===== src/common/core_pkg.sv =====
// Mini core shared definitions

package core_pkg;

  // --------------------
  // widths
  // --------------------
  localparam int instr_width   = 24;
  localparam int data_width    = 16;
  // pc counts instructions, not bytes
  localparam int pc_width      = 8;
  localparam int reg_count     = 8;
  localparam int reg_idx_width = 3;
  localparam int imm_width     = 8;
  localparam int opcode_width  = 4;

  // --------------------
  // instruction fields
  // --------------------
  localparam int opcode_msb = 23;
  localparam int opcode_lsb = 20;
  localparam int rd_msb     = 19;
  localparam int rd_lsb     = 17;
  localparam int rs1_msb    = 16;
  localparam int rs1_lsb    = 14;
  localparam int rs2_msb    = 13;
  localparam int rs2_lsb    = 11;
  // bits 10..8 are not used by any opcode
  localparam int imm_msb    = 7;
  localparam int imm_lsb    = 0;

  // opcodes, anything else is treated as nop
  typedef enum logic [opcode_width-1:0] {
    op_nop     = 4'd0,
    op_add     = 4'd1,
    op_sub     = 4'd2,
    op_addi    = 4'd3,
    op_beq     = 4'd4,
    op_bne     = 4'd5,
    op_fence_i = 4'd6
  } op_e;

  // --------------------
  // maintenance FSMs
  // --------------------
  typedef enum logic [1:0] {
    fencei_idle,
    fencei_invalidating,
    // one of icache / dcache has answered
    fencei_half_done
  } fencei_state_e;

  typedef enum logic [2:0] {
    dump_idle,
    dump_before_dcache,
    dump_wait_dcache,
    dump_before_l2,
    dump_wait_l2,
    dump_finish
  } dump_state_e;

endpackage


===== src/common/decoded_op_if.sv =====
// Decoded instruction link

interface decoded_op_if;
  import core_pkg::*;

  // one decoded instruction, decode -> execute
  logic                     valid;
  op_e                      op;
  logic [reg_idx_width-1:0] rd;
  logic [reg_idx_width-1:0] rs1;
  logic [reg_idx_width-1:0] rs2;
  // already sign extended
  logic [data_width-1:0]    imm;
  logic [pc_width-1:0]      pc;

  modport producer (
    output valid, op, rd, rs1, rs2, imm, pc
  );

  modport consumer (
    input valid, op, rd, rs1, rs2, imm, pc
  );

endinterface


===== src/common/operand_if.sv =====
// Register source read link

interface operand_if;
  import core_pkg::*;

  // source indices from execute
  logic [reg_idx_width-1:0] rs1;
  logic [reg_idx_width-1:0] rs2;
  // values come back in the same cycle
  logic [data_width-1:0]    rs1_value;
  logic [data_width-1:0]    rs2_value;

  modport requester (output rs1, rs2, input rs1_value, rs2_value);

  modport provider (input rs1, rs2, output rs1_value, rs2_value);

endinterface


===== src/pipeline/decode_stage.sv =====
// Instruction decode stage

module decode_stage (
  input  logic                             clock,
  input  logic                             reset,
  input  logic                             instr_valid,
  input  logic [core_pkg::instr_width-1:0] instr,
  input  logic [core_pkg::pc_width-1:0]    instr_pc,
  input  logic                             hold_front,
  input  logic                             maint_busy,
  output logic                             instr_ready,
  decoded_op_if.producer                   decoded
);
  import core_pkg::*;

  logic                   accept;
  logic [imm_width-1:0]   raw_imm;
  logic [data_width-1:0]  imm_ext;
  op_e                    op_next;

  // map raw opcode bits, unknown codes become nop
  function automatic op_e decode_opcode(input logic [opcode_width-1:0] code);
    op_e op;
    case (code)
      op_add, op_sub, op_addi, op_beq, op_bne, op_fence_i: op = op_e'(code);
      default: op = op_nop;
    endcase
    return op;
  endfunction

  // --------------------
  // input handshake
  // --------------------
  // branch / fence in execute, or cache maintenance running
  assign instr_ready = !(hold_front || maint_busy);
  assign accept      = instr_valid && instr_ready;

  // --------------------
  // field extraction
  // --------------------
  assign op_next = decode_opcode(instr[opcode_msb:opcode_lsb]);
  assign raw_imm = instr[imm_msb:imm_lsb];
  // sign extend to register width
  assign imm_ext = {{(data_width - imm_width){raw_imm[imm_width-1]}}, raw_imm};

  // valid bit, empties when nothing was taken
  always_ff @(posedge clock, posedge reset) begin
    if (reset) begin
      decoded.valid <= 1'b0;
    end else begin
      decoded.valid <= accept;
    end
  end

  // payload only loads on acceptance
  always_ff @(posedge clock) begin
    if (accept) begin
      decoded.op  <= op_next;
      decoded.rd  <= instr[rd_msb:rd_lsb];
      decoded.rs1 <= instr[rs1_msb:rs1_lsb];
      decoded.rs2 <= instr[rs2_msb:rs2_lsb];
      decoded.imm <= imm_ext;
      decoded.pc  <= instr_pc;
    end
  end

endmodule


===== src/pipeline/execute_stage.sv =====
// Execute and branch resolution

module execute_stage (
  decoded_op_if.consumer                     decoded,
  operand_if.requester                       operands,
  output logic                               result_valid,
  output logic [core_pkg::reg_idx_width-1:0] result_rd,
  output logic [core_pkg::data_width-1:0]    result_data,
  output logic                               redirect_valid,
  output logic [core_pkg::pc_width-1:0]      redirect_pc,
  output logic                               hold_front,
  output logic                               fence_start
);
  import core_pkg::*;

  logic [data_width-1:0] alu_out;
  logic                  is_alu;
  logic                  operands_equal;
  logic                  branch_taken;

  // --------------------
  // operand reads
  // --------------------
  assign operands.rs1 = decoded.rs1;
  assign operands.rs2 = decoded.rs2;

  assign operands_equal = (operands.rs1_value == operands.rs2_value);

  // --------------------
  // arithmetic
  // --------------------
  always_comb begin
    alu_out = '0;
    is_alu  = 1'b0;
    case (decoded.op)
      op_add: begin
        alu_out = operands.rs1_value + operands.rs2_value;
        is_alu  = 1'b1;
      end
      op_sub: begin
        alu_out = operands.rs1_value - operands.rs2_value;
        is_alu  = 1'b1;
      end
      op_addi: begin
        // wraps at 16 bits
        alu_out = operands.rs1_value + decoded.imm;
        is_alu  = 1'b1;
      end
      default: ;
    endcase
  end

  // writes to r0 are dropped here
  assign result_valid = decoded.valid && is_alu && (decoded.rd != '0);
  assign result_rd    = decoded.rd;
  assign result_data  = alu_out;

  // --------------------
  // branches
  // --------------------
  always_comb begin
    branch_taken = 1'b0;
    if (decoded.valid) begin
      case (decoded.op)
        op_beq:  branch_taken = operands_equal;
        op_bne:  branch_taken = !operands_equal;
        default: branch_taken = 1'b0;
      endcase
    end
  end

  assign redirect_valid = branch_taken;
  // target wraps modulo the pc range
  assign redirect_pc    = decoded.pc + decoded.imm[pc_width-1:0];

  // fence.i kicks the maintenance FSM
  assign fence_start = decoded.valid && (decoded.op == op_fence_i);

  // block the front end while a redirect or fence sits here
  assign hold_front = branch_taken || fence_start;

endmodule


===== src/pipeline/writeback_stage.sv =====
// Writeback and register file

module writeback_stage (
  input  logic                               clock,
  input  logic                               reset,
  input  logic                               result_valid,
  input  logic [core_pkg::reg_idx_width-1:0] result_rd,
  input  logic [core_pkg::data_width-1:0]    result_data,
  operand_if.provider                        operands,
  output logic                               wb_valid,
  output logic [core_pkg::reg_idx_width-1:0] wb_rd,
  output logic [core_pkg::data_width-1:0]    wb_data
);
  import core_pkg::*;

  logic [data_width-1:0] reg_file [reg_count];

  // r0 is hardwired, the result register wins over the file
  function automatic logic [data_width-1:0] read_source(
    input logic [reg_idx_width-1:0] idx
  );
    logic [data_width-1:0] value;
    if (idx == '0) begin
      value = '0;
    end else if (wb_valid && (wb_rd == idx)) begin
      value = wb_data;
    end else begin
      value = reg_file[idx];
    end
    return value;
  endfunction

  // --------------------
  // result register
  // --------------------
  // cuts the path from execute back to its own operands
  always_ff @(posedge clock, posedge reset) begin
    if (reset) begin
      wb_valid <= 1'b0;
    end else begin
      wb_valid <= result_valid;
    end
  end

  always_ff @(posedge clock) begin
    wb_rd   <= result_rd;
    wb_data <= result_data;
  end

  // register file, written one cycle behind the result register
  always_ff @(posedge clock) begin
    if (wb_valid) begin
      reg_file[wb_rd] <= wb_data;
    end
  end

  // --------------------
  // source reads with bypass
  // --------------------
  always_comb begin
    operands.rs1_value = read_source(operands.rs1);
    operands.rs2_value = read_source(operands.rs2);
  end

endmodule


===== src/maintenance/cache_maint_seq.sv =====
// Cache maintenance sequencer

module cache_maint_seq (
  input  logic clock,
  input  logic reset,
  input  logic fence_start,
  input  logic dump_request,
  input  logic icache_invalidate_done,
  input  logic dcache_invalidate_done,
  input  logic l2_invalidate_done,
  output logic maint_busy,
  output logic icache_invalidate,
  output logic dcache_invalidate,
  output logic l2_invalidate,
  output logic dump_done
);
  import core_pkg::*;

  // registered done pulses
  logic icache_done_q;
  logic dcache_done_q;
  logic l2_done_q;

  fencei_state_e fencei_state;
  fencei_state_e fencei_state_next;
  dump_state_e   dump_state;
  dump_state_e   dump_state_next;

  // per-source dcache requests, merged below
  logic dcache_inv_fence;
  logic dcache_inv_fence_next;
  logic dcache_inv_dump;
  logic dcache_inv_dump_next;
  logic icache_inv_next;
  logic l2_inv_next;

  always_ff @(posedge clock, posedge reset) begin
    if (reset) begin
      icache_done_q <= 1'b0;
      dcache_done_q <= 1'b0;
      l2_done_q     <= 1'b0;
    end else begin
      icache_done_q <= icache_invalidate_done;
      dcache_done_q <= dcache_invalidate_done;
      l2_done_q     <= l2_invalidate_done;
    end
  end

  // --------------------
  // fence.i
  // --------------------
  // both caches invalidated, dones may come in any order
  always_comb begin
    fencei_state_next     = fencei_state;
    icache_inv_next       = 1'b0;
    dcache_inv_fence_next = 1'b0;
    case (fencei_state)
      fencei_idle: begin
        if (fence_start) begin
          fencei_state_next     = fencei_invalidating;
          icache_inv_next       = 1'b1;
          dcache_inv_fence_next = 1'b1;
        end
      end
      fencei_invalidating: begin
        if (icache_done_q && dcache_done_q) begin
          fencei_state_next = fencei_idle;
        end else if (icache_done_q || dcache_done_q) begin
          fencei_state_next = fencei_half_done;
        end
      end
      fencei_half_done: begin
        // second answer closes the fence
        if (icache_done_q || dcache_done_q) begin
          fencei_state_next = fencei_idle;
        end
      end
      default: fencei_state_next = fencei_idle;
    endcase
  end

  assign maint_busy = (fencei_state != fencei_idle);

  // --------------------
  // debug dump
  // --------------------
  // dcache first, then L2, then one dump pulse
  always_comb begin
    dump_state_next      = dump_state;
    dcache_inv_dump_next = 1'b0;
    l2_inv_next          = 1'b0;
    dump_done            = 1'b0;
    case (dump_state)
      dump_idle: begin
        if (dump_request) begin
          dump_state_next = dump_before_dcache;
        end
      end
      dump_before_dcache: begin
        dcache_inv_dump_next = 1'b1;
        dump_state_next      = dump_wait_dcache;
      end
      dump_wait_dcache: begin
        if (dcache_done_q) begin
          dump_state_next = dump_before_l2;
        end
      end
      dump_before_l2: begin
        l2_inv_next     = 1'b1;
        dump_state_next = dump_wait_l2;
      end
      dump_wait_l2: begin
        if (l2_done_q) begin
          dump_state_next = dump_finish;
        end
      end
      dump_finish: begin
        // Single cycle state, so this is a pulse.
        dump_done       = 1'b1;
        dump_state_next = dump_idle;
      end
      default: dump_state_next = dump_idle;
    endcase
  end

  // state and invalidate pulse registers
  always_ff @(posedge clock, posedge reset) begin
    if (reset) begin
      fencei_state      <= fencei_idle;
      dump_state        <= dump_idle;
      icache_invalidate <= 1'b0;
      dcache_inv_fence  <= 1'b0;
      dcache_inv_dump   <= 1'b0;
      l2_invalidate     <= 1'b0;
    end else begin
      fencei_state      <= fencei_state_next;
      dump_state        <= dump_state_next;
      icache_invalidate <= icache_inv_next;
      dcache_inv_fence  <= dcache_inv_fence_next;
      dcache_inv_dump   <= dcache_inv_dump_next;
      l2_invalidate     <= l2_inv_next;
    end
  end

  assign dcache_invalidate = dcache_inv_fence || dcache_inv_dump;

endmodule


===== src/source/mini_core.sv =====
// Mini core top level

module mini_core (
  input  logic                               clock,
  input  logic                               reset,
  // instruction input
  input  logic                               instr_valid,
  input  logic [core_pkg::instr_width-1:0]   instr,
  input  logic [core_pkg::pc_width-1:0]      instr_pc,
  output logic                               instr_ready,
  // redirect to fetch
  output logic                               redirect_valid,
  output logic [core_pkg::pc_width-1:0]      redirect_pc,
  // register writes
  output logic                               wb_valid,
  output logic [core_pkg::reg_idx_width-1:0] wb_rd,
  output logic [core_pkg::data_width-1:0]    wb_data,
  // cache maintenance
  input  logic                               icache_invalidate_done,
  output logic                               icache_invalidate,
  input  logic                               dcache_invalidate_done,
  output logic                               dcache_invalidate,
  input  logic                               l2_invalidate_done,
  output logic                               l2_invalidate,
  input  logic                               dump_request,
  output logic                               dump_done
);

  // --------------------
  // internal links
  // --------------------
  decoded_op_if decoded ();
  operand_if    operands ();

  // execute -> writeback
  logic                               result_valid;
  logic [core_pkg::reg_idx_width-1:0] result_rd;
  logic [core_pkg::data_width-1:0]    result_data;

  // front end hold sources
  logic hold_front;
  logic maint_busy;
  logic fence_start;

  // --------------------
  // pipeline
  // --------------------
  decode_stage decode_stage_i (
    .clock       (clock),
    .reset       (reset),
    .instr_valid (instr_valid),
    .instr       (instr),
    .instr_pc    (instr_pc),
    .hold_front  (hold_front),
    .maint_busy  (maint_busy),
    .instr_ready (instr_ready),
    .decoded     (decoded.producer)
  );

  execute_stage execute_stage_i (
    .decoded        (decoded.consumer),
    .operands       (operands.requester),
    .result_valid   (result_valid),
    .result_rd      (result_rd),
    .result_data    (result_data),
    .redirect_valid (redirect_valid),
    .redirect_pc    (redirect_pc),
    .hold_front     (hold_front),
    .fence_start    (fence_start)
  );

  writeback_stage writeback_stage_i (
    .clock        (clock),
    .reset        (reset),
    .result_valid (result_valid),
    .result_rd    (result_rd),
    .result_data  (result_data),
    .operands     (operands.provider),
    .wb_valid     (wb_valid),
    .wb_rd        (wb_rd),
    .wb_data      (wb_data)
  );

  // maintenance beside the pipeline
  cache_maint_seq cache_maint_seq_i (
    .clock                  (clock),
    .reset                  (reset),
    .fence_start            (fence_start),
    .dump_request           (dump_request),
    .icache_invalidate_done (icache_invalidate_done),
    .dcache_invalidate_done (dcache_invalidate_done),
    .l2_invalidate_done     (l2_invalidate_done),
    .maint_busy             (maint_busy),
    .icache_invalidate      (icache_invalidate),
    .dcache_invalidate      (dcache_invalidate),
    .l2_invalidate          (l2_invalidate),
    .dump_done              (dump_done)
  );

endmodule


===== config.mk =====
export PLATFORM = sky130hd
export DESIGN_NAME = mini_core
export DESIGN_NICKNAME = d
export VERILOG_FILES = /design/src/common/core_pkg.sv /design/src/common/decoded_op_if.sv /design/src/common/operand_if.sv /design/src/pipeline/decode_stage.sv /design/src/pipeline/execute_stage.sv /design/src/pipeline/writeback_stage.sv /design/src/maintenance/cache_maint_seq.sv /design/src/source/mini_core.sv
export SDC_FILE = /design/constraint.sdc
export NUM_CORES = 1
export LEC_CHECK = 0
export CORE_MARGIN = 1.5
export CORE_UTILIZATION = 60
export CTS_CLUSTER_DIAMETER = 150
export DETAILED_ROUTE_END_ITERATION = 12
export DONT_BUFFER_PORTS = 1
export PLACE_DENSITY_LB_ADDON = 0.2
export SETUP_SLACK_MARGIN = 0.1
export SKIP_LAST_GASP = 1
export SLEW_MARGIN = 10
export SYNTH_ARGS = -nofsm -noshare
export SYNTH_HDL_FRONTEND = slang
export SYNTH_SLANG_ARGS = --single-unit

===== constraint.sdc =====
create_clock -name clock -period 12.1 [get_ports clock]
set_input_delay 1.815 -clock clock [delete_from_list [all_inputs] [get_ports clock]]
set_output_delay 1.815 -clock clock [all_outputs]
set_load 0.01 [all_outputs]

# [Word-level counts from Yosys, hierarchy flattened]
# Memories as Yosys holds them, arrays and structs flattened. A register that Yosys moved wholly into a read port is not among the register bits.
# Index checks and enable logic that the tools add are counted.
[totals] input_bits=39 wordCells=100 mem_bits_rw=128 output_inout_bits=34 ff_bits=61 memories=1
[memory_table] memory="writeback_stage_i.reg_file" depth=8 width=16 read_ports=2 rd_ports_with_merged_regs=2 write_ports=1 line="writeback_stage.sv:16" rtl="logic [data_width-1:0] reg_file [reg_count];"
[op_classes] n_reduce_logical=23 muxes=26 eq_ne=28 n_addsub=4
[op_table] cell="16-bit 2-to-1 mux" count=4
[op_table] cell="16-bit case mux with 3 select lines" count=1
[op_table] cell="16-bit adder" count=2
[op_table] cell="4-bit by 3-bit == test with 1-bit output (second input constant)" count=6
[op_table] cell="16-bit == test" count=1
[op_table] cell="4-bit by 2-bit == test with 1-bit output (second input constant)" count=4
[op_table] cell="16-bit subtractor" count=1
[op_table] cell="3-bit 2-to-1 mux" count=5
[op_table] cell="3-bit case mux with 5 select lines" count=1
[op_table] cell="3-bit zero test" count=3
[op_table] cell="1-bit 2-to-1 mux" count=9
[op_table] cell="8-bit adder" count=1
[op_table] cell="4-bit by 1-bit == test with 1-bit output (second input constant)" count=2
[op_table] cell="2-bit 2-to-1 mux" count=4
[op_table] cell="1-bit logical AND" count=7
[op_table] cell="3-bit by 2-bit == test with 1-bit output (second input constant)" count=2
[op_table] cell="3-bit == test" count=2
[op_table] cell="3-bit == test (second input constant)" count=2
[op_table] cell="2-bit by 1-bit inequality test with 1-bit output (second input constant)" count=3
[op_table] cell="2-bit case mux with 3 select lines" count=1
[op_table] cell="3-bit AND reduction" count=2
[op_table] cell="6-bit OR reduction" count=1
[op_table] cell="1-bit logical OR" count=4
[op_table] cell="2-bit inequality test (second input constant)" count=2
[op_table] cell="other kinds (10)" count=11

# [Logic depth before layout (Yosys ltp)]
[depth] depth_word=13 mapped_depth=20

# [By module]
# From an unflattened synthesis, not the netlist that was laid out.
[hier_totals] hier_cells=853 hier_area_um2=10458.8
[by_module_without_submodules] module="writeback_stage" cells_each=434 area_each_um2=6745.2 n_inst=1
[by_module_without_submodules] module="execute_stage" cells_each=335 area_each_um2=2269.7 n_inst=1
[by_module_without_submodules] module="decode_stage" cells_each=48 area_each_um2=1012.2 n_inst=1
[by_module_without_submodules] module="cache_maint_seq" cells_each=36 area_each_um2=431.7 n_inst=1

# [Worst setup path before layout]
# Ideal clock, no wire load.
[synth_timing] path_type="flip-flop to output port" from="register (tool-made name)" to="output instr_ready" arrival_time_ps=4348 stages_incl_launch_ff=16 path_slack_ps=5937 n_path_buf=4 required_time_ps=10285 path_cell_list="dfxtp_1 buf_4 buf_1 buf_1 mux4_2 mux2i_1 a211oi_1 ha_1 clkbuf_1 nand3_1 nor2_1 nand4_1 nor2_1 or4b_4 a211oi_2 nor4_1"
[synth_lines] element="to (decl)" line="mini_core.sv:10" rtl="output logic instr_ready,"

==> flow_metrics.py <==
metrics = {
    "synth": {
        "synth_flop_cell": "edfxtp_1",
        "syn_area_mm2": 0.0105,
        "synthCells": 777,
        "synth_seq_area_share_pct": 52.7,
        "yosys_warnings": 0,
        "ys_seq_elements": 195,
        "synthesis.nets": 848,
        "async_flop_share_pct": 6.67,
        "synth-edff-count": 157,
        "ys_types": 67,
        "avgSynthCellArea_um2": 13.5,
    },
    "final_layout": {
        "final_cell_mix": "edfxtp_1, mux4_2, nand2_1",
        "drive_gt1_share_pct": 18.2,
        "fillCellCount": 1187,
        "syn2layout_area_growth_pct": 8.31,
        "diodes": 0,
        "layout.cells.most_common": "edfxtp_1",
        "finalNetCount": 844,
        "final_core_util_pct": 66.1,
    },
    "clock_network": {
        "htreeDepth": 4,
        "cts_hold_buf": 0,
        "clkLatencyLatePin_ns": 0.44,
        "cts.sinks": 195,
        "cts_setup_buffers": 0,
        "cts_tree": "done",
        "cts_buffers": 17,
        "clkTransAtPathRegs_ns": 0.07,
        "root_buffer": "clkbuf_16",
        "cts_max_path_buffers": 2,
        "cts_resized": 0,
    },
    "route": {
        "vias": 6886,
        "drtIter0Drc": 877,
        "ant_nets": 0,
        "routed_via_density": 6.81,
        "drc": 0,
        "drt-total-wl_um": 24600,
        "post_drt_wl_per_cell_um": 24.4,
        "drtPass1Iterations": 6,
    },
    "placed_design": {
        "hpwl_um": 16600,
        "portBuffers": 0,
        "pre_cts_slack_ns": 6.28,
        "gp_congestion": 0.884,
    },
    "sta": {
        "slew_headroom_pct": 39.8,
        "fin_crit_sh_pct": 52.1,
        "finalSetupTns_ns": 0,
        "hold_viol": 0,
        "setup_ws_ns": 5.80,
        "setup_violations": 0,
        "finalMaxSlewViolations": 0,
        "fmax_mhz": 159,
        "min_period_ns": 6.30,
        "skew_ns": 0.00967,
        "tightest_slew_ns": 0.900,
        "rsz0062_at_grt": "no",
    },
    "setup_path": {
        "arrival_ns": 4.49,
        "critical_path_class": "flip-flop to output port",
        "critPathLaunchType": "flip-flop",
        "cp.required_ns": 10.28,
        "worstPathMaxFanout": 33,
        "end_kind": "output port",
    },
    "pwr": {
        "pwr-share-clk_pct": 30.8,
        "power_density_mw_per_mm2": 169,
        "swShare_pct": 31.3,
        "p_leak_uw": 0.00419,
        "p_seq_share_pct": 43.1,
        "internal_power_uw": 1320,
        "peakVddDrop_mv": 0.111,
        "power_switching_uw": 603,
        "pwr-share-comb_pct": 26.1,
    },
    "floorplan": {
        "rows": 48,
        "initial_utilization_pct": 61.0,
        "io_pins": 73,
        "die_w_um": 135,
        "die_h_um": 135,
        "die-area_mm2": 0.0183,
        "core_mm2": 0.0172,
    },
    "global_route": {
        "grt_use_total_pct": 28.4,
        "grt_max_degree": 37,
        "grt_pass1_wl_um": 38200,
        "grt_antenna_before_repair": 0,
        "grt_pass1_vias": 6863,
        "grt_overflow_total": 0,
    },
    "hold_path": {
        "hold_class": "flip-flop to flip-flop",
    },
    "run": {
        "maxCapViolCount": 0,
    },
    "status": {
        "status": "finished clean",
    },
}
[per-stage QoR]
stage | hold slack (ns) | power [µW] | instance area (µm²) | cells
after floorplan | 0.349 | 1220 | 10500 | 777
after global placement | 0.355 | 1310 | 10800 | 979
after detailed placement | 0.374 | 1330 | 10800 | 979
after CTS | 0.392 | 1920 | 11400 | 1011
after global routing | 0.404 | 2000 | 11400 | 1011
final | 0.389 | 1920 | 11400 | 1011
[critical path, stage by stage, from the launching register on]
cell and delay (ns):
dfxtp_2 0.31, buf_4 0.53, mux4_2 0.59, mux2_2 0.32, mux2i_1 0.57, xnor2_1 0.19
a31oi_1 0.10, o32a_1 0.33, or4b_4 0.53, a211oi_2 0.39, nor4_1 0.16
[cells in the mapped netlist (all sizes together), types with 4 or more instances]
library cell / count / area share [%]
nor3b: 4 / 0.29
a31oi: 7 / 0.42
dfxtp: 25 / 4.8
nand2b: 7 / 0.42
nand3: 13 / 0.62
dfrtp: 13 / 3.1
xnor2: 33 / 2.7
nor3: 12 / 0.57
nor2: 42 / 1.5
o22ai: 15 / 0.89
ha: 31 / 3.7
nand2: 49 / 1.7
and2: 6 / 0.36
inv: 20 / 0.71
o21bai: 9 / 0.64
or2: 4 / 0.24
o21ai: 31 / 1.5
mux2: 20 / 2.4
mux4: 63 / 14
a21oi: 27 / 1.3
clkbuf: 27 / 0.96
mux2i: 30 / 2.9
xor2: 18 / 1.5
edfxtp: 157 / 45
a211oi: 16 / 1.2
o31ai: 10 / 0.71
or3: 4 / 0.24
a21o: 11 / 0.79
buf: 15 / 0.82
o211ai: 12 / 0.86
[cell families (layout without fill, tap and decap cells)]
group / count (synthesis) / count (layout) / synth area share, %
xor+xnor: 51 / 51 / 4.25
fa+ha+maj: 33 / 33 / 3.97
simple gates: 165 / 165 / 7.78
mux: 113 / 113 / 18.9
flops: 195 / 195 / 52.7
other cells: 1 / 1 / 0.0357
buf+inv: 62 / 71 / 2.50
compound gates: 157 / 157 / 9.88
[layout make-up]
cell class	count	area [µm²]	share of cell area, %
clock buffer	17	425	3.74
clock inverter	15	198	1.74
inverter	20	75.1	0.659
multi-input combinational	520	4720	41.5
sequential	195	5540	48.7
tap	225	282	2.47
timing repair buffer	19	143	1.25
[registers in the layout (all words and copies together), names as in the netlist, named ones only]
name / count
cache_maint_seq_i.dcache_done_q: 1
cache_maint_seq_i.dcache_inv_dump: 1
cache_maint_seq_i.dump_state: 3
cache_maint_seq_i.fencei_state: 2
cache_maint_seq_i.icache_done_q: 1
cache_maint_seq_i.icache_invalidate: 1
cache_maint_seq_i.l2_done_q: 1
cache_maint_seq_i.l2_invalidate: 1
decode_stage_i.decoded.imm: 8
decode_stage_i.decoded.op: 4
decode_stage_i.decoded.pc: 8
decode_stage_i.decoded.rd: 3
decode_stage_i.decoded.rs1: 3
decode_stage_i.decoded.rs2: 3
decode_stage_i.decoded.valid: 1
writeback_stage_i.reg_file: 128
writeback_stage_i.wb_data: 16
writeback_stage_i.wb_rd: 3
writeback_stage_i.wb_valid: 1
[power by group through the flow]
stage | Clock (µW) | Sequential, µW | Combinational, µW
after floorplan | 0 | 824 | 392
after global placement | 0 | 839 | 475
after detailed placement | 0 | 844 | 490
after CTS | 600 | 830 | 494
after global routing | 625 | 836 | 545
final | 592 | 830 | 503
[path summary, 6_finish.rpt]
path / from / end / slack, ns / cells past startpoint
max: flip-flop / instr_ready / 5.80 / 10
min: decode_stage_i.decoded.rd[2] / writeback_stage_i.wb_rd[2] / 0.39 / 0
max reg2reg: flip-flop / flip-flop / 6.76 / 13
min reg2reg: decode_stage_i.decoded.rd[2] / writeback_stage_i.wb_rd[2] / 0.39 / 0
max in group asynchronous: reset / cache_maint_seq_i.l2_done_q / 10.50 / 1
min in group asynchronous: reset / writeback_stage_i.wb_valid / 1.27 / 1
[per-layer routing]
layer  up-vias  GRT usage [%]  part of all wire (%)  wire (µm)
met5         -              0                     0          0
met4         0           8.60                   1.9        478
met3        52           5.80                   7.2       1770
met2       336           48.4                    50      12300
met1      3458           37.0                    41      10000
li1       3040              -                     -          -
No activity file was read; power rests on OpenSTA's default activity.
